<file path="config.mk">
export PLATFORM = sky130hd
export DESIGN_NAME = operand_stage
export DESIGN_NICKNAME = d
export VERILOG_FILES = /design/src/core_pkg.sv /design/src/operand_stage.sv
export SDC_FILE = /design/constraint.sdc
export NUM_CORES = 1
export LEC_CHECK = 0
export BUFFER_PORTS_ARGS = -buffer_cell sky130_fd_sc_hd__clkbuf_2
export CAP_MARGIN = 15
export CELL_PAD_IN_SITES_DETAIL_PLACEMENT = 1
export CELL_PAD_IN_SITES_GLOBAL_PLACEMENT = 1
export CORE_AREA = 2 2 197 199
export DETAILED_ROUTE_END_ITERATION = 12
export DIE_AREA = 0 0 199 201
export GPL_ROUTABILITY_DRIVEN = 0
export MAX_ROUTING_LAYER = met4
export PLACE_DENSITY = 0.59
export SLEW_MARGIN = 20
export SYNTH_ARGS = -nofsm -noshare
export SYNTH_HDL_FRONTEND = slang
export SYNTH_SLANG_ARGS = --single-unit
</file>
<file path="constraint.sdc">
create_clock -name clk -period 9 [get_ports clk]
set_input_delay 2.7 -clock clk [delete_from_list [all_inputs] [get_ports clk]]
set_output_delay 2.7 -clock clk [all_outputs]
set_load 0.02 [all_outputs]
</file>
<file path="src/core_pkg.sv">
package core_pkg;

	localparam int XLEN = 64;
	localparam int REG_ADDR_W = 5;
	// shift amount width for RV64
	localparam int SHAMT_W = 6;

	typedef logic [XLEN-1:0] xdata_t;
	typedef logic [REG_ADDR_W-1:0] reg_addr_t;
	typedef logic [31:0] inst_t;
	typedef logic [3:0] alu_op_t;

	localparam alu_op_t ALU_ADD = 4'd0;
	localparam alu_op_t ALU_SUB = 4'd1;
	localparam alu_op_t ALU_SLL = 4'd2;
	localparam alu_op_t ALU_SLT = 4'd3;
	localparam alu_op_t ALU_SLTU = 4'd4;
	localparam alu_op_t ALU_XOR = 4'd5;
	localparam alu_op_t ALU_SRL = 4'd6;
	localparam alu_op_t ALU_SRA = 4'd7;
	localparam alu_op_t ALU_OR = 4'd8;
	localparam alu_op_t ALU_AND = 4'd9;

	// major opcodes of the two kept groups
	localparam logic [6:0] OPC_OP = 7'b0110011;
	localparam logic [6:0] OPC_OP_IMM = 7'b0010011;

	typedef struct packed {
		logic      valid;
		reg_addr_t rs1;
		reg_addr_t rs2;
		reg_addr_t rd;
		logic      use_imm;
		xdata_t    imm;
		alu_op_t   alu_op;
		logic      rd_we;
		logic      illegal;
	} decoded_t;

	typedef struct packed {
		logic      valid;
		xdata_t    op_a;
		xdata_t    op_b;
		alu_op_t   alu_op;
		reg_addr_t rd;
		logic      rd_we;
		logic      illegal;
	} issue_t;

	// result bundle, also the bypass source
	typedef struct packed {
		logic      valid;
		reg_addr_t rd;
		xdata_t    value;
		logic      rd_we;
		logic      illegal;
	} wb_t;

endpackage

</file>
<file path="src/operand_stage.sv">
`timescale 1ns/1ns

module operand_stage (
	input  logic                clk,
	input  logic                reset_i,
	input  core_pkg::decoded_t  dec_i,
	output core_pkg::reg_addr_t rs1_addr_o,
	output core_pkg::reg_addr_t rs2_addr_o,
	input  core_pkg::xdata_t    rs1_data_i,
	input  core_pkg::xdata_t    rs2_data_i,
	input  core_pkg::wb_t       alu_fwd_i,
	input  core_pkg::wb_t       wb_fwd_i,
	output core_pkg::issue_t    iss_o
);
	import core_pkg::*;

	xdata_t rs1_val;
	xdata_t rs2_val;
	issue_t iss_d;

	// youngest producer wins, then the one behind it, then the regfile
	function automatic xdata_t pick_src(
		input reg_addr_t addr,
		input xdata_t    rf_data,
		input wb_t       ex,
		input wb_t       wb
	);
		xdata_t val;
		if (addr == '0) begin
			val = '0;
		end else if (ex.valid && ex.rd_we && ex.rd == addr) begin
			val = ex.value;
		end else if (wb.valid && wb.rd_we && wb.rd == addr) begin
			val = wb.value;
		end else begin
			val = rf_data;
		end
		return val;
	endfunction

	assign rs1_addr_o = dec_i.rs1;
	assign rs2_addr_o = dec_i.rs2;

	assign rs1_val = pick_src(dec_i.rs1, rs1_data_i, alu_fwd_i, wb_fwd_i);
	assign rs2_val = pick_src(dec_i.rs2, rs2_data_i, alu_fwd_i, wb_fwd_i);

	always_comb begin
		iss_d.valid = dec_i.valid;
		iss_d.op_a = rs1_val;
		iss_d.op_b = dec_i.use_imm ? dec_i.imm : rs2_val;
		iss_d.alu_op = dec_i.alu_op;
		iss_d.rd = dec_i.rd;
		iss_d.rd_we = dec_i.rd_we;
		iss_d.illegal = dec_i.illegal;
	end

	always_ff @(posedge clk) begin
		if (reset_i) begin
			iss_o.valid <= 1'b0;
			iss_o.rd_we <= 1'b0;
			iss_o.illegal <= 1'b0;
		end else begin
			iss_o <= iss_d;
		end
	end

endmodule

</file>
# Yosys cells after proc, flatten, opt, wreduce, memory -nomap -nowiden
# Cells that the tools add are included.
dict set report totals {
  reg_bits 140
  inputBits 361
  out_inout_bits 150
  elab_cells 25
}
dict set report classes {
  eq_ne 4
  mux 6
  n_reduce_logical 8
}
# cell count
set ops {}
lappend ops {{64-bit 2-to-1 mux} 6}
lappend ops {{5-bit equality test} 4}
lappend ops {{5-bit logical NOT} 2}
lappend ops {{1-bit logical AND} 6}

# Depth between registers and ports, before layout
dict set report depth {
  depth_word 6
  ltp_mapped 7
}

# Worst setup path after synthesis
# No wires, ideal clock.
dict set report synth_timing {
  kind {input port to flip-flop}
  start {input reset_i}
  end {register iss_o[100] in the netlist's numbering, enable pin}
  setup_ns 0.489
  arrival_time_ns 5.345
  slack_ns 3.166
  path_stages 1
  n_path_buf 0
  path_cell_list {inv_1}
}
# element line_no
set synth_lines {}
lappend synth_lines {{from (decl)} operand_stage.sv:5} ;# input logic reset_i,
lappend synth_lines {{to (signal assigned)} operand_stage.sv:63} ;# iss_o <= iss_d;
lappend synth_lines {{to (decl)} operand_stage.sv:13} ;# output core_pkg::issue_t iss_o
# No word-level cell between the ends.

# Worst setup path in the final report
dict set report layout_timing {
  start {input dec_i[77] in the netlist's numbering}
  end {output rs2_addr_o[1]}
}
# element line_no
set layout_lines {}
lappend layout_lines {{from (decl)} operand_stage.sv:6} ;# input core_pkg::decoded_t dec_i,
lappend layout_lines {{to (decl)} operand_stage.sv:8} ;# output core_pkg::reg_addr_t rs2_addr_o,
# No word-level cell between the ends.

==> metrics.md <==
| Metric | Value |
|---|---|
| Worst-Margin Slew | between 900 and 1000 ps |
| Fin util | 0.2905 |
| Vias in the first global route | just under 8000 |
| Yosys top cell area share | 0.5352 |
| Period minus WS final | between 5000 and 6000 ps |
| Post-route cell area | around 0.011 mm2 |
| Worst Setup Path Type | in2out |
| GRT busiest layer | met2 |
| Pre-CTS WS | 3237 ps |
| Synthesized area | a little under 0.008 mm2 |
| Final global-route overflow total | 0 |
| Buffers & Inverters on Critical Path | 2 |
| IO buf count | 508 |
| Post-Synthesis Cells | 630 |
| Die width | 199 um |
| Met2 Resource Use GR | 0.2796 |
| WP data required | 6300 ps |
| Net count, final | 1464 |
| Most flops, register | iss_o |
| CP max stage delay | around 200 ps |
| Syn_area_per_cell | approximately 12 um2 |
| Worst EP arrival | between 3000 and 4000 ps |
| Drt drc | 0 |
| Diodes inserted | 0 |
| Final std cells w/o fill | about 1600 |
| Wirelength per Cell | slightly above 20 um |
| Largest net degree at the start of global routing | 81 |
| RSZ-0062 raised after global routing | false |
| CTS Buf Count | 17 |
| Antenna violations before repair | 0 |
| Synthesized flop and latch total | 140 |
| Setup ws final | 3243 ps |
| Number of post-CTS setup repair buffers | 0 |
| Post-cts repair resize count | 0 |
| Remaining antenna violation count | 0 |
| Max-slew violations | 0 |
| CTS tree | built |
| Maximum vdd ir drop | around 130 uV |
| Relative slew slack | 0.3669 |
| # IOs | a little over 500 |
| M3 GR Usage | 0.03612 |
| CP most frequent cell | clkbuf_2 |
| CP startpoint kind | input port |
| Delay-heaviest family, CP | buffers and inverters |
| Prevailing post-synth register cell | edfxtp_1 |
| Largest cells by area after synthesis | edfxtp_1 (54%), mux2i_1 (17%), a22oi_1 (6.3%), o21ai_1 (5.7%), a21oi_1 (4.2%) |
| Outcome | complete, no violations |
| Commonest cells post-synth | edfxtp_1 (137), mux2i_1 (128), o21ai_1 (88), a21oi_1 (65), a22oi_1 (64) |
| CP Max Fanout | 4 |
| DR iter-0 viols | 255 |
| Drt pass-1 iters | 4 |
| TNS Setup | 0 ps |
| Share of cells above drive strength 1 | 0.4955 |
| Fin Hold WS | 2440 ps |
| CTS sink count | 140 |
| CTS Buffer Depth | 2 |
| Post-synthesis sequential area ratio | 0.5430 |
| CP Cell Sequence | clkbuf_2 -> clkbuf_2 |
| Synth warnings | 0 |
| Achievable Freq | 173.7 MHz |
| CORE AREA | 0.03811 mm2 |
| Die area | 0.04000 mm2 |
| Mapped Nets | 991 |
| Final hold vios | 0 |
| Placed Cells | roughly 1600 |
| Fraction of registers with async set/reset | 0 |
| Leak | 5.623 nW |
| EDFF count, synth | roughly 140 |
| Cts hold-fix bufs | 0 |
| Synth area leader | edfxtp_1 |
| Final setup vio count | 0 |
| Crit path max-delay cell type | clkbuf_2 |
| P&R area growth vs syn | 44.01% |
| Max reg flops | between 100 and 150 |
| Placed inst area | about 0.010 mm2 |
| Total of max-cap violations | 0 |
| H-tree depth | 4 |
| DP HPWL | 25190 um |
| DR vias | just over 7000 |
| First-pass GRT wire length | around 47000 um |
| Largest regs | iss_o x140 |
| All-layer global routing usage | 0.1665 |
| Vias/cell | between 4 and 5 |
| Clock-pin slew on the worst setup and hold paths | about 60 ps |
| Starting Density | 0.2017 |
| Wirelength, routed | approximately 33000 um |
| Synth cell types | 24 |
| Final worst path period share | 0.6396 |
| Met1 GRT Util | 0.1900 |
| Die Y-Extent | ~200 um |
| Worst Setup End Kind | primary output |
| Power per Cell Area | roughly 170 mW/mm2 |
| Hold Path Class | in2reg |
| CTS root buf | clkbuf_16 |
| Most frequent cell after synthesis | edfxtp_1 |
| FP Rows | between 70 and 80 |
| Overall power | around 1.9 mW |
## report_power, final
group | internal (mW) | switching [mW]
clock network | 0.450 | 0.298
registers | 0.785 | 0.0166
logic | 0.136 | 0.214
total | 1.37 | 0.529
## layer usage
metal,share of wire,wire [um]
met4,0.029,969
met3,0.070,2322
met1,0.41,13530
met2,0.49,16440
met5,0,0
## placed cells by master (no fill, tap or decap), types with 4 or more instances in the layout
| master | n |
|---|---|
| a21oi_1 | 65 |
| a22oi_1 | 64 |
| buf_4 | 10 |
| clkbuf_16 | 17 |
| clkbuf_2 | 508 |
| clkinv_2 | 4 |
| edfxtp_1 | 137 |
| mux2i_1 | 128 |
| o21ai_0 | 40 |
| o21ai_1 | 88 |
| xnor2_1 | 6 |
| xor2_1 | 14 |
## cell type report
class / count / area, um2
multi-input combinational: 425 / 3019
sequential: 140 / 4174
timing repair buffer: 518 / 2618
tap: 518 / 648.1
fill: 4478 / 27040
inverter: 1 / 8.758
clock inverter: 11 / 142.6
clock buffer: 21 / 460.4
## cell families after synthesis
group / synth area share
buf+inv: 0.06543
flops: 0.5430
compound gates: 0.1882
xor+xnor: 0.02279
mux: 0.1667
simple gates: 0.01400
## worst paths after layout
path                  to  depth (start not counted)  startpoint  slack [ps]
min   iss_o[8]$_DFFE_PN_                          1    dec_i[3]        2440
max        rs2_addr_o[1]                          2   dec_i[77]        3240
Power figures use the tool's default switching activity.
