$ cat config.mk
export PLATFORM = sky130hd
export DESIGN_NAME = reg_file
export DESIGN_NICKNAME = d
export VERILOG_FILES = /design/src/core_pkg.sv /design/src/reg_file.sv
export SDC_FILE = /design/constraint.sdc
export NUM_CORES = 2
export LEC_CHECK = 0
export BUFFER_PORTS_ARGS = -buffer_cell sky130_fd_sc_hd__buf_2
export CAP_MARGIN = 20
export CORE_ASPECT_RATIO = 1.2
export CORE_UTILIZATION = 30
export DETAILED_ROUTE_END_ITERATION = 12
export PLACE_DENSITY_LB_ADDON = 0.12
export RECOVER_POWER = 25
export SYNTH_ARGS = -nofsm -noshare
export SYNTH_HDL_FRONTEND = slang
export SYNTH_SLANG_ARGS = --single-unit
$ cat constraint.sdc
create_clock -name clk -period 5.9 [get_ports clk]
set_clock_uncertainty 0.1 [all_clocks]
set_input_delay 0.885 -clock clk [delete_from_list [all_inputs] [get_ports clk]]
set_output_delay 0.885 -clock clk [all_outputs]
set_load 0.005 [all_outputs]
$ cat src/core_pkg.sv
package core_pkg;

	localparam int XLEN = 64;
	localparam int REG_ADDR_W = 5;
	// shift amount width for RV64
	localparam int SHAMT_W = 6;

	typedef logic [XLEN-1:0] xdata_t;
	typedef logic [REG_ADDR_W-1:0] reg_addr_t;
	typedef logic [31:0] inst_t;
	typedef logic [3:0] alu_op_t;

	localparam alu_op_t ALU_ADD = 4'd0;
	localparam alu_op_t ALU_SUB = 4'd1;
	localparam alu_op_t ALU_SLL = 4'd2;
	localparam alu_op_t ALU_SLT = 4'd3;
	localparam alu_op_t ALU_SLTU = 4'd4;
	localparam alu_op_t ALU_XOR = 4'd5;
	localparam alu_op_t ALU_SRL = 4'd6;
	localparam alu_op_t ALU_SRA = 4'd7;
	localparam alu_op_t ALU_OR = 4'd8;
	localparam alu_op_t ALU_AND = 4'd9;

	// major opcodes of the two kept groups
	localparam logic [6:0] OPC_OP = 7'b0110011;
	localparam logic [6:0] OPC_OP_IMM = 7'b0010011;

	typedef struct packed {
		logic      valid;
		reg_addr_t rs1;
		reg_addr_t rs2;
		reg_addr_t rd;
		logic      use_imm;
		xdata_t    imm;
		alu_op_t   alu_op;
		logic      rd_we;
		logic      illegal;
	} decoded_t;

	typedef struct packed {
		logic      valid;
		xdata_t    op_a;
		xdata_t    op_b;
		alu_op_t   alu_op;
		reg_addr_t rd;
		logic      rd_we;
		logic      illegal;
	} issue_t;

	// result bundle, also the bypass source
	typedef struct packed {
		logic      valid;
		reg_addr_t rd;
		xdata_t    value;
		logic      rd_we;
		logic      illegal;
	} wb_t;

endpackage

$ cat src/reg_file.sv
`timescale 1ns/1ns

module reg_file (
	input  logic                clk,
	input  logic                reset_i,
	input  core_pkg::reg_addr_t rs1_addr_i,
	input  core_pkg::reg_addr_t rs2_addr_i,
	output core_pkg::xdata_t    rs1_data_o,
	output core_pkg::xdata_t    rs2_data_o,
	input  core_pkg::wb_t       wb_i
);
	import core_pkg::*;

	// x0 has no storage
	xdata_t regs [1:31];
	logic   wr_en;

	assign wr_en = wb_i.valid && wb_i.rd_we && (wb_i.rd != '0);

	always_ff @(posedge clk) begin
		if (reset_i) begin
			for (int i = 1; i < 32; i++) begin
				regs[i] <= '0;
			end
		end else if (wr_en) begin
			regs[wb_i.rd] <= wb_i.value;
		end
	end

	assign rs1_data_o = (rs1_addr_i == '0) ? '0 : regs[rs1_addr_i];
	assign rs2_data_o = (rs2_addr_i == '0) ? '0 : regs[rs2_addr_i];

	// illegal results never reach a register
	assert property (@(posedge clk) disable iff (reset_i)
		wr_en |-> !wb_i.illegal);

endmodule

-- Yosys cells after proc, flatten, opt, wreduce, memory -nomap -nowiden
Memory sizes are Yosys's and may differ from the RTL's.
Cells that the tools add are included.
- output and inout bits: 128
- memory bits (writable): 1984
- bits of input ports: 84
- memories kept: 1
- flip-flop bits (word level): 0
- memories (name ; depth ; width ; read ports ; clocked after memory_dff ; wr ports ; RTL line ; source):
    regs ; 31 ; 64 ; 2 ; 0 ; 31 ; reg_file.sv:15 ; xdata_t regs [1:31];
- mux-type cells: 10
- reductions and logical operators: 6
- operator list (operator ; count):
    2-to-1 mux 64 bit ; 3
    OR reduction 64 bit ; 1
    logical NOT 5 bit ; 2
    2-to-1 mux 1 bit ; 6
    2-to-1 mux 5 bit ; 1
    nonzero test 5 bit ; 1
    logical AND 1 bit ; 2

-- Longest topological paths before layout
- depth after elaboration: 7
- gate-level depth with buffers: 9
- mapped depth without buffers: 5

-- Least setup slack after synthesis
OpenSTA, ideal clock, no wires.
- kind: input to output
- start point: in rs1_addr_i[0]
- end point: out rs1_data_o[12]
- setup slack: 2.513 ns
- stages: 8
- arrival time: 2.402 ns
- data required time: 4.915 ns
- buffers on the path: 3
- cells stage by stage: buf_4 -> buf_2 -> buf_2 -> mux4_2 -> mux2i_1 -> nor2_1 -> nor2_1 -> o21ai_0
- word-level cells in the longest chain between the ends: 2
- RTL lines (what ; RTL line ; source):
    start: declaration ; reg_file.sv:6 ; input core_pkg::reg_addr_t rs1_addr_i,
    memory (31 x 64 bit) / logical NOT 5 bit (equally long branches) ; n/a ;
    2-to-1 mux 64 bit * ; reg_file.sv:30 ; assign rs1_data_o = (rs1_addr_i == '0) ? '0 : regs[rs1_addr_i];
    end: declaration ; reg_file.sv:8 ; output core_pkg::xdata_t rs1_data_o,
Every way passes the cells marked *; elsewhere a longest branch is shown, timed or not.

==> run_results.csv <==
group,metric,value,unit
outcome,outcome,"finished, violations left",
outcome,violations,"capacitance limit, slew limit",
cts,htree_levels,4,
timing,min_period,5337,ps
finish,final_cells,12188,
critical_path,slowest_delay,1170,ps
cts,postCtsSetupBuffers,0,
placement,dp_cells,11708,
synthesis,yosysSeqAreaShare,0.5666,
cts,cts_buffers,242,
timing,worst_slew_pin_slew,3987,ps
routing,drtIter0Drc,8831,
worst_hold_path,hp-start,"wb_i[32]",
synthesis,yosys.area_share.simple,0.1303,
synthesis,synth_edf_count,2048,
power_and_ir_drop,combPwrFrac,0.124,
finish,nets,7298,
cts,cts_buffer_depth,4,
finish,regMostFlops,"regs",
synthesis,yosysWarnings,0,
global_routing,grt_max_degree,88,
die,dieArea,364200,um^2
critical_path,cp_data_arrival_time,5410,ps
global_routing,grt_pass1_wl,636500,um
synthesis,ys_seq_elements,2048,
synthesis,synth_adder_area_share,0,
timing,timing.final.crit_share,0.9046,
cts,ctsHoldBuffers,0,
critical_path,required,5980,ps
global_routing,antenna_found_initial,85,
synthesis,syn-cell-area,108500,um^2
timing,hold_viol,0,
placement,io_buffers,210,
run,cap_viol_max_count,33,
timing,fin_tns_setup,0,ps
routing,drc,0,
synthesis,synth-xor-area-share,0,
die,chipWidth,551.1,um
routing,drt-total-wl,475400,um
worst_hold_path,holdPathEnd,"regs[0][30]$_DFFE_PP_",
cts,clk_pin_slew,60,ps
synthesis,synth_top_family_by_area,"multiplexers",
cts,cts_tree,"done",
power_and_ir_drop,power_frac_seq,0.478,
critical_path,endpoint_kind,"flip-flop",
synthesis,synth_compound_area_frac,0.03606,
die,die_y,660.9,um
worst_hold_path,hold_depth,1,
power_and_ir_drop,p_int,0.02641,W
synthesis,yosysMostFrequentCell,"edfxtp_1",
critical_path,crit_fanout,39,
cts,postCtsResizedCells,0,
timing,slew_violations,973,
global_routing,grt_usage,0.2587,
global_routing,grt_overflow_total,0,
die,placementRows,241,
synthesis,synth_top_area_frac,0.5666,
finish,utilization,0.3428,
power_and_ir_drop,switching_power,0.009529,W
synthesis,synth-async-reset-ratio,0,
synthesis,synth_cell_types,46,
timing,rsz0062_at_grt,"false",
power_and_ir_drop,p_leak,42.00,nW
critical_path,path_cells,"clkbuf_1, nor2_1, nand3_1, clkbuf_1, nor2_1, or2_2, clkbuf_2",
placement,place_congestion,0.7880,
routing,avgRoutedWirePerCell,39.00,um
timing,setup_viol,0,
routing,via_count,68994,
synthesis,synthTopCellsByCount,"edfxtp_1 (2048), and2_1 (1985), mux4_2 (871), clkbuf_1 (553), mux2i_1 (433)",
die,start_util,0.3020,
power_and_ir_drop,p_per_area,291.7,nW/um^2
synthesis,synthMuxAreaShare,0.2343,
synthesis,synth_top_area_cell,"edfxtp_1",
power_and_ir_drop,vdd_drop_max,239.8,uV
synthesis,netlist_instances,7185,
critical_path,cp-start-kind,"primary input",
finish,drive_gt1_frac,0.2443,
timing,slew_headroom,-1.658,
routing,antenna_left,0,
power_and_ir_drop,swShare,0.2651,
critical_path,cp_slowest_cell,"clkbuf_2",
timing,hold_slack,637.2,ps
timing,max_freq,187.4,MHz
finish,reg.largest.list,"regs x2048",
critical_path,critPathKind,"in2reg",
die,ios,212,
die,core_area,359400,um^2
cts,clock_sinks,2048,
power_and_ir_drop,clockPowerShare,0.398,
global_routing,grt_pass1_vias,71205,
synthesis,synth_area_leaders,"edfxtp_1 (57%), mux4_2 (18%), and2_1 (11%)",
routing,first_pass_iters,5,
routing,via_per_inst,5.661,
synthesis,syn_avg_cell_area,15.11,um^2
finish,layout-area-overhead-vs-synth,13.53,%
cts,cts_root_buffer,"clkbuf_16",
finish,largest_reg_flops,2048,
placement,dp_hpwl,267500,um
worst_hold_path,hold_class,"in2reg",
synthesis,ys.flop_type,"edfxtp_1",
-- routing by layer --
| metal | vias to the layer above | track usage | wire length [um] |
|---|---|---|---|
| met4 | 10 | 0.08771 | 18460 |
| met1 | 37269 | 0.3286 | 187800 |
| met5 | - | 0 | 56 |
| met3 | 750 | 0.03951 | 33640 |
| met2 | 3313 | 0.4472 | 235400 |
| li1 | 27652 | - | - |
-- power by group through the flow --
stage / combinational [W] / clock (W) / sequential, W
2_1_floorplan: 0.00255 / 0 / 0.0173
3_3_place_gp: 0.00452 / 0 / 0.0174
3_5_place_dp: 0.00452 / 0 / 0.0175
4_1_cts: 0.00453 / 0.0146 / 0.0171
5_1_grt: 0.00466 / 0.0150 / 0.0172
6_report: 0.00447 / 0.0143 / 0.0172
-- critical path, delay by kind of cell --
family | cells | cell delay, ps
simple gates | 4 | 1460
buf+inv | 3 | 2910
-- kinds of logic (layout without fill, tap and decap cells) --
logic type      after synthesis  in the layout
other cells                   1            113
mux                        1435           1435
simple gates               2359           2359
flops                      2048           2048
compound gates              552            552
buf+inv                     790            943
-- layout make-up --
cell class,instances,area (um^2)
Clock buffer,310,6354
Tap cell,4738,5928
Antenna cell,49,122.6
Inverter,2,11.26
Clock inverter,121,822.0
Fill cell,34562,236200
Multi-Input combinational cell,4410,44120
Sequential cell,2048,61500
Timing Repair Buffer,510,4357
-- worst max-delay path by stage --
stage / endpoint / startpoint / slack [ps] / cells after the start
4_1_cts: rs1_data_o[51] / rs1_addr_i[0] / 1080 / 7
2_1_floorplan: rs1_data_o[12] / rs1_addr_i[0] / 2510 / 8
3_5_place_dp: rs1_data_o[51] / rs1_addr_i[0] / 1070 / 7
3_3_place_gp: rs1_data_o[51] / rs1_addr_i[0] / 1070 / 7
6_report: regs[23][37]$_SDFFCE_PN0P_ / reset_i / 560 / 7
5_1_grt: regs[23][37]$_SDFFCE_PN0P_ / reset_i / 540 / 7
-- through the flow --
| stage | power [W] | instance area [um^2] | worst slack, ps |
|---|---|---|---|
| floorplan | 0.01985 | 108800 | 2513 |
| global placement | 0.02191 | 116200 | 1073 |
| detailed placement | 0.02197 | 116200 | 1072 |
| CTS | 0.03625 | 123400 | 1075 |
| global route | 0.03693 | 123100 | 538.7 |
| finish | 0.03594 | 123200 | 563.1 |
-- layout by cell type (no fill, tap or decap), drive strengths merged, types with 84 or more instances in the layout --
cell type  instances
and2            1985
mux2             131
nand2             84
nor2             149
a22oi            163
mux4             871
clkbuf           395
edfxtp          2048
o221ai           106
buf              425
clkinv           104
mux2i            433
No activity file was read; power rests on OpenSTA's default activity.
