[config.mk]
export PLATFORM = sky130hd
export DESIGN_NAME = inst_decoder
export DESIGN_NICKNAME = d
export VERILOG_FILES = /design/src/core_pkg.sv /design/src/inst_decoder.sv
export SDC_FILE = /design/constraint.sdc
export NUM_CORES = 1
export LEC_CHECK = 0
export ABC_CLOCK_PERIOD_IN_PS = 1600
export BUFFER_PORTS_ARGS = -buffer_cell sky130_fd_sc_hd__buf_2
export CAP_MARGIN = 20
export CELL_PAD_IN_SITES_DETAIL_PLACEMENT = 0
export CELL_PAD_IN_SITES_GLOBAL_PLACEMENT = 1
export CORE_MARGIN = 8
export CORE_UTILIZATION = 32
export CTS_CLUSTER_DIAMETER = 150
export DETAILED_ROUTE_END_ITERATION = 12
export HOLD_SLACK_MARGIN = 0.15
export PLACE_DENSITY = 0.84
export SLEW_MARGIN = 0
export SYNTH_ARGS = -nofsm -noshare
export SYNTH_HDL_FRONTEND = slang
export SYNTH_SLANG_ARGS = --single-unit
[constraint.sdc]
create_clock -name clk -period 1.6 [get_ports clk]
set_input_delay 0.16 -clock clk [delete_from_list [all_inputs] [get_ports clk]]
set_output_delay 0.16 -clock clk [all_outputs]
set_load 0.005 [all_outputs]
[src/core_pkg.sv]
package core_pkg;

	localparam int XLEN = 64;
	localparam int REG_ADDR_W = 5;
	// shift amount width for RV64
	localparam int SHAMT_W = 6;

	typedef logic [XLEN-1:0] xdata_t;
	typedef logic [REG_ADDR_W-1:0] reg_addr_t;
	typedef logic [31:0] inst_t;
	typedef logic [3:0] alu_op_t;

	localparam alu_op_t ALU_ADD = 4'd0;
	localparam alu_op_t ALU_SUB = 4'd1;
	localparam alu_op_t ALU_SLL = 4'd2;
	localparam alu_op_t ALU_SLT = 4'd3;
	localparam alu_op_t ALU_SLTU = 4'd4;
	localparam alu_op_t ALU_XOR = 4'd5;
	localparam alu_op_t ALU_SRL = 4'd6;
	localparam alu_op_t ALU_SRA = 4'd7;
	localparam alu_op_t ALU_OR = 4'd8;
	localparam alu_op_t ALU_AND = 4'd9;

	// major opcodes of the two kept groups
	localparam logic [6:0] OPC_OP = 7'b0110011;
	localparam logic [6:0] OPC_OP_IMM = 7'b0010011;

	typedef struct packed {
		logic      valid;
		reg_addr_t rs1;
		reg_addr_t rs2;
		reg_addr_t rd;
		logic      use_imm;
		xdata_t    imm;
		alu_op_t   alu_op;
		logic      rd_we;
		logic      illegal;
	} decoded_t;

	typedef struct packed {
		logic      valid;
		xdata_t    op_a;
		xdata_t    op_b;
		alu_op_t   alu_op;
		reg_addr_t rd;
		logic      rd_we;
		logic      illegal;
	} issue_t;

	// result bundle, also the bypass source
	typedef struct packed {
		logic      valid;
		reg_addr_t rd;
		xdata_t    value;
		logic      rd_we;
		logic      illegal;
	} wb_t;

endpackage

[src/inst_decoder.sv]
`timescale 1ns/1ns

module inst_decoder (
	input  logic               clk,
	input  logic               reset_i,
	input  logic               inst_valid_i,
	input  core_pkg::inst_t    inst_i,
	output core_pkg::decoded_t dec_o
);
	import core_pkg::*;

	logic       inst_valid_q;
	inst_t      inst_q;
	logic [6:0] opcode;
	logic [2:0] funct3;
	logic [6:0] funct7;
	logic       legal;
	decoded_t   dec_d;

	// capture the strobe
	always_ff @(posedge clk) begin
		if (reset_i) begin
			inst_valid_q <= 1'b0;
		end else begin
			inst_valid_q <= inst_valid_i;
		end
	end

	always_ff @(posedge clk) begin
		if (inst_valid_i) begin
			inst_q <= inst_i;
		end
	end

	assign opcode = inst_q[6:0];
	assign funct3 = inst_q[14:12];
	assign funct7 = inst_q[31:25];

	always_comb begin
		legal = 1'b0;
		case (opcode)
			OPC_OP: begin
				// 0100000 only for sub and sra
				legal = (funct7 == 7'b0000000) ||
					((funct7 == 7'b0100000) && (funct3 == 3'b000 || funct3 == 3'b101));
			end
			OPC_OP_IMM: begin
				case (funct3)
					3'b001: legal = (inst_q[31:26] == 6'b000000);
					3'b101: legal = (inst_q[31:26] == 6'b000000) ||
						(inst_q[31:26] == 6'b010000);
					default: legal = 1'b1;
				endcase
			end
			default: legal = 1'b0;
		endcase
	end

	always_comb begin
		dec_d.valid = inst_valid_q;
		dec_d.rs1 = inst_q[19:15];
		dec_d.rs2 = inst_q[24:20];
		dec_d.rd = inst_q[11:7];
		dec_d.use_imm = (opcode == OPC_OP_IMM);
		dec_d.imm = {{(XLEN-12){inst_q[31]}}, inst_q[31:20]};
		case (funct3)
			// addi has no sub form, bit 30 is immediate there
			3'b000: dec_d.alu_op = (opcode == OPC_OP && funct7[5]) ? ALU_SUB : ALU_ADD;
			3'b001: dec_d.alu_op = ALU_SLL;
			3'b010: dec_d.alu_op = ALU_SLT;
			3'b011: dec_d.alu_op = ALU_SLTU;
			3'b100: dec_d.alu_op = ALU_XOR;
			3'b101: dec_d.alu_op = funct7[5] ? ALU_SRA : ALU_SRL;
			3'b110: dec_d.alu_op = ALU_OR;
			default: dec_d.alu_op = ALU_AND;
		endcase
		dec_d.illegal = inst_valid_q & ~legal;
		dec_d.rd_we = inst_valid_q & legal;
	end

	always_ff @(posedge clk) begin
		if (reset_i) begin
			dec_o.valid <= 1'b0;
			dec_o.rd_we <= 1'b0;
			dec_o.illegal <= 1'b0;
		end else begin
			dec_o <= dec_d;
		end
	end

	// illegal encodings never reach the register file
	assert property (@(posedge clk) disable iff (reset_i)
		dec_o.illegal |-> !dec_o.rd_we);

endmodule

# After elaboration in Yosys (flattened, before gate mapping)
# Index checks and enable logic that the tools add are counted.
# word_totals
regBits,68
latch_bits,0
mem_bits_rw,0
romBits,0
inputBits,35
word_cells,37
n_memories,0
# op_classes
n_addsub,0
n_mul,0
div_mod_pow,0
order_cmp,0
n_eq_ne,10
shift,0
muxes,5
bitwise_logic,3
reduce_logical,8
# ops
op,n
$pmux 4 s7,1
$eq 7x6->1 const B,2
$eq 3x3->1 const B,3
$eq 7x5->1 const B,1
$logic_not 7->1,1
$eq 3x2->1 const B,2
$eq 6x5->1 const B,1
$logic_not 6->1,1
$pmux 1 s2,2
$eq 3x1->1 const B,1
$logic_not 3->1,1
$logic_or 1x1->1,3
$and 1x1->1,2
$logic_and 1x1->1,2
$mux 1,2
$not 1->1,1

# Depth between registers and ports, before layout
# depth
word_depth,7
mapped_depth,4
depth_no_buf,4

# Least setup slack after synthesis
# OpenSTA, ideal clock, no wires.
# synth_timing
kind,register to register
start,reg inst_q[27]
end,reg dec_o[0] (netlist name)
setup_ps,115
arrival_time_ps,1429
required_ps,1485
slack_ps,57
path_stages_with_launch,5
n_path_buf,0
path_cell_list,edfxtp_1 -> or4_4 -> a311oi_2 -> o211ai_2 -> and2_1
# synth_via
elab_chain_cells,6
word_cells_on_any_way,11
classes_between,2 x eq/ne; 2 x mux; 2 x bitwise; 5 x reduce/logical
# synth_rtl
element,line_no,source
from (decl),inst_decoder.sv:13,inst_t inst_q;
from (signal assigned),inst_decoder.sv:31,inst_q <= inst_i;
"$eq 6x5->1, or another cell as far along",inst_decoder.sv:51,(inst_q[31:26] == 6'b010000);
$logic_or 1x1->1 / $logic_and 1x1->1 (equally long branches),"inst_decoder.sv:50, inst_decoder.sv:45",
$pmux 1 s2 / $logic_or 1x1->1 (equally long branches),"inst_decoder.sv:48, inst_decoder.sv:44",
$pmux 1 s2 *,inst_decoder.sv:41,case (opcode)
$not 1->1 *,inst_decoder.sv:77,dec_d.illegal = inst_valid_q & ~legal;
$and 1x1->1 *,inst_decoder.sv:77,
to (decl),inst_decoder.sv:8,output core_pkg::decoded_t dec_o
# Every way passes the cells marked *; elsewhere a longest branch is shown, timed or not.
# A chain may end at the register's enable or synchronous reset.

# Final worst setup path
# Ends and elaborated chain as after synthesis.

==> impl_metrics.py <==
metrics = {
    "yosys": {
        "synth_edf_count": 59,
        "synthCells": 147,
        "synthFlopType": "edfxtp_1",
        "synth_warnings": 0,
        "postSynth.asyncResetShare_pct": 0,
        "ys_seq_area_share_pct": 74.52,
        "ys_ff_latch": 63,
        "yosysUniqueCellTypes": 22,
        "syn-num-nets": 182,
        "syn_avg_cell_area_um2": 16.90,
        "syn_area_um2": 2485,
    },
    "layout": {
        "instances_no_fill": 366,
        "final_common_cell": "buf_2",
        "finish.utilization_pct": 43.83,
        "drive_gt1_share_pct": 54.17,
        "nNetsFinal": 294,
        "insertedDiodeCount": 0,
        "nFillCells": 679,
        "final_cell_mix": "buf_2 (121), edfxtp_1 (59), dlygate4sd3_1 (33)",
        "area_delta_synth_final_pct": 34.19,
    },
    "clock_network": {
        "cts_root_buf": "clkbuf_8",
        "clock_path_buffers": 2,
        "clk_pin_slew_ps": 60,
        "cts_buffers": 9,
        "clk_latency_ps": 320,
        "htree_levels": 3,
        "cts_tree": "yes",
        "cts.sinks": 63,
    },
    "worst_hold_path": {
        "holdPathStages": 1,
        "hold_class": "in2reg",
    },
    "place": {
        "portBuffers": 121,
        "dp_hpwl_mm": 3.711,
        "gp_congestion": 0.7801,
        "dp.cells": 316,
    },
    "worst_setup_path": {
        "path_buf_inv": 0,
        "slowest_delay_ps": 540,
        "critPathSlowestCell": "or4_4",
        "cp.required_ps": 1810,
        "worstPathArrival_ps": 1780,
        "end_kind": "flip-flop",
        "cp_top_family": "simple AND/OR/NAND/NOR gates",
        "cp_max_fo": 2,
        "worstSetupStartpointType": "flip-flop",
        "critPathKind": "reg2reg",
        "reg2regPathDepth": 4,
        "worstPathCellList": "or4_4, a311oi_2, o211ai_2, and2_1",
        "cp.depth": 4,
    },
    "floorplan": {
        "pin_count": 122,
        "initial_core_util_pct": 32.66,
        "dieWidth_um": 104.1,
        "coreArea_um2": 7607,
        "dieArea_um2": 10840,
        "die_h_um": 104.1,
        "num_rows": 32,
    },
    "global_route": {
        "globalRouteMet1Util_pct": 8.190,
        "grt_pass1_vias": 1526,
        "grt_max_degree": 54,
        "grt_use_met3_pct": 6.815,
        "grt_use_met2_pct": 15.03,
        "track_usage_pct": 9.267,
        "grt_overflow_total": 0,
        "grt_pass1_wl_mm": 7.824,
        "grt.busiest_layer": "met2",
        "antenna_found_initial": 0,
    },
    "sta": {
        "rsz0062_at_grt": "true",
        "finClkSkew_ps": 4.616,
        "hold_viol_final": 0,
        "worst_pin_slew_ps": 425.8,
        "slew_violations": 0,
        "max_freq_ghz": 0.6369,
        "maxSlewHeadroom_pct": 71.61,
        "finalCritPeriodShare_pct": 98.14,
        "fin_crit_ps": 1570,
        "setup_violations": 0,
    },
    "routing": {
        "dr.pass1.iters": 4,
        "drtAntennaViolNets": 0,
        "first_iter_violations": 109,
        "drt_wl_total_mm": 4.963,
        "wl_per_cell_um": 13.56,
        "drc": 0,
        "vias_per_cell": 3.943,
        "vias": 1443,
    },
    "pwr": {
        "pwr_density_cell_nw_per_um2": 1055,
        "power_leakage_nw": 1.414,
        "peakVddDrop_mv": 0.6841,
        "p_clk_share_pct": 33.3,
        "combPwrFrac_pct": 10.3,
        "p_sw_share_pct": 20.78,
        "intPower_mw": 2.787,
        "p_seq_share_pct": 56.4,
        "p_sw_mw": 0.7311,
    },
    "run_status": {
        "status": "completed",
    },
    "flow_run": {
        "maxCapViolations": 0,
    },
}
==> layer usage <==
layer  share of wire (%)  vias to the layer above
met5                   0                        -
met4                 1.3                        0
met3                  16                        7
met2                  47                       93
met1                  36                      650
li1                    -                      693
==> synthesized netlist by cell type, types with 2 or more instances <==
master / instances / area [µm²]
and2_1: 2 / 12.51
buf_4: 57 / 427.9
o21ai_0: 3 / 15.01
inv_1: 2 / 7.510
edfxtp_1: 59 / 1772
nor2b_1: 5 / 31.28
dfxtp_1: 4 / 80.08
==> worst register-to-register path, stage by stage, from the launching register on <==
cell and delay [ps]:
edfxtp_1 380, or4_4 540, a311oi_2 220, o211ai_2 140, and2_1 180
==> sequential cells by signal, summed over array words and instances, names as in the netlist <==
| name | flops |
|---|---|
| dec_o | 30 |
| inst_q | 32 |
| inst_valid_q | 1 |
==> path summary, 6_finish.rpt <==
check / start / to / slack [ps]
setup / recovery: inst_q[27] / dec_o[0] / 30
setup reg to reg: inst_q[27] / dec_o[0] / 30
hold reg to reg: inst_q[7] / dec_o[71] / 420
hold / removal: inst_valid_i / inst_q[4] / 300
==> power by group through the flow <==
stage / Clock (mW) / Sequential (mW) / Combinational (mW)
2_1_floorplan: 0 / 2.04 / 0.190
3_3_place_gp: 0 / 2.01 / 0.302
3_5_place_dp: 0 / 2.02 / 0.305
4_1_cts: 1.20 / 1.99 / 0.372
5_1_grt: 1.28 / 2.00 / 0.403
6_report: 1.17 / 1.98 / 0.362
==> logic make-up (layout without fill, tap and decap cells) <==
family	count (synthesis)	count (layout)	synth area share (%)
flops	63	63	74.52
compound gates	8	8	2.669
simple gates	17	17	5.287
buf+inv	59	176	17.52
==> layout make-up <==
| cell class | count | area, µm² | area share, % |
|---|---|---|---|
| Sequential cell | 63 | 1852 | 55.53 |
| Timing Repair Buffer | 158 | 978.4 | 29.34 |
| Multi-Input combinational cell | 25 | 197.7 | 5.929 |
| Clock buffer | 15 | 166.4 | 4.991 |
| Tap cell | 102 | 127.6 | 3.827 |
| Inverter | 2 | 7.507 | 0.2251 |
| Clock inverter | 1 | 5.005 | 0.1501 |
==> through the flow <==
stage                     TNS (ps)  hold WS (ps)  area (µm²)  worst slack, ps  total power, mW
after global routing        -19.86         316.1        3334           -19.86            3.679
after global placement      -2.712         337.1        2825           -2.712            2.316
after detailed placement    -26.43         338.1        2825           -26.43            2.327
after CTS                        0         286.3        3334            22.78            3.561
after floorplan                  0         229.5        2485            56.51            2.226
final                            0         303.5        3334            29.82            3.518
==> timing repair <==
item	4_1_cts	5_1_grt
endpoints found under the setup margin	2	1
resized for setup	0	0
hold endpoints to repair	35	0
gates cloned	0	0
hold buffers	33	0
buffers inserted	1	0
pin swaps	1	0
Note: power is estimated with default switching activity, not from simulation.
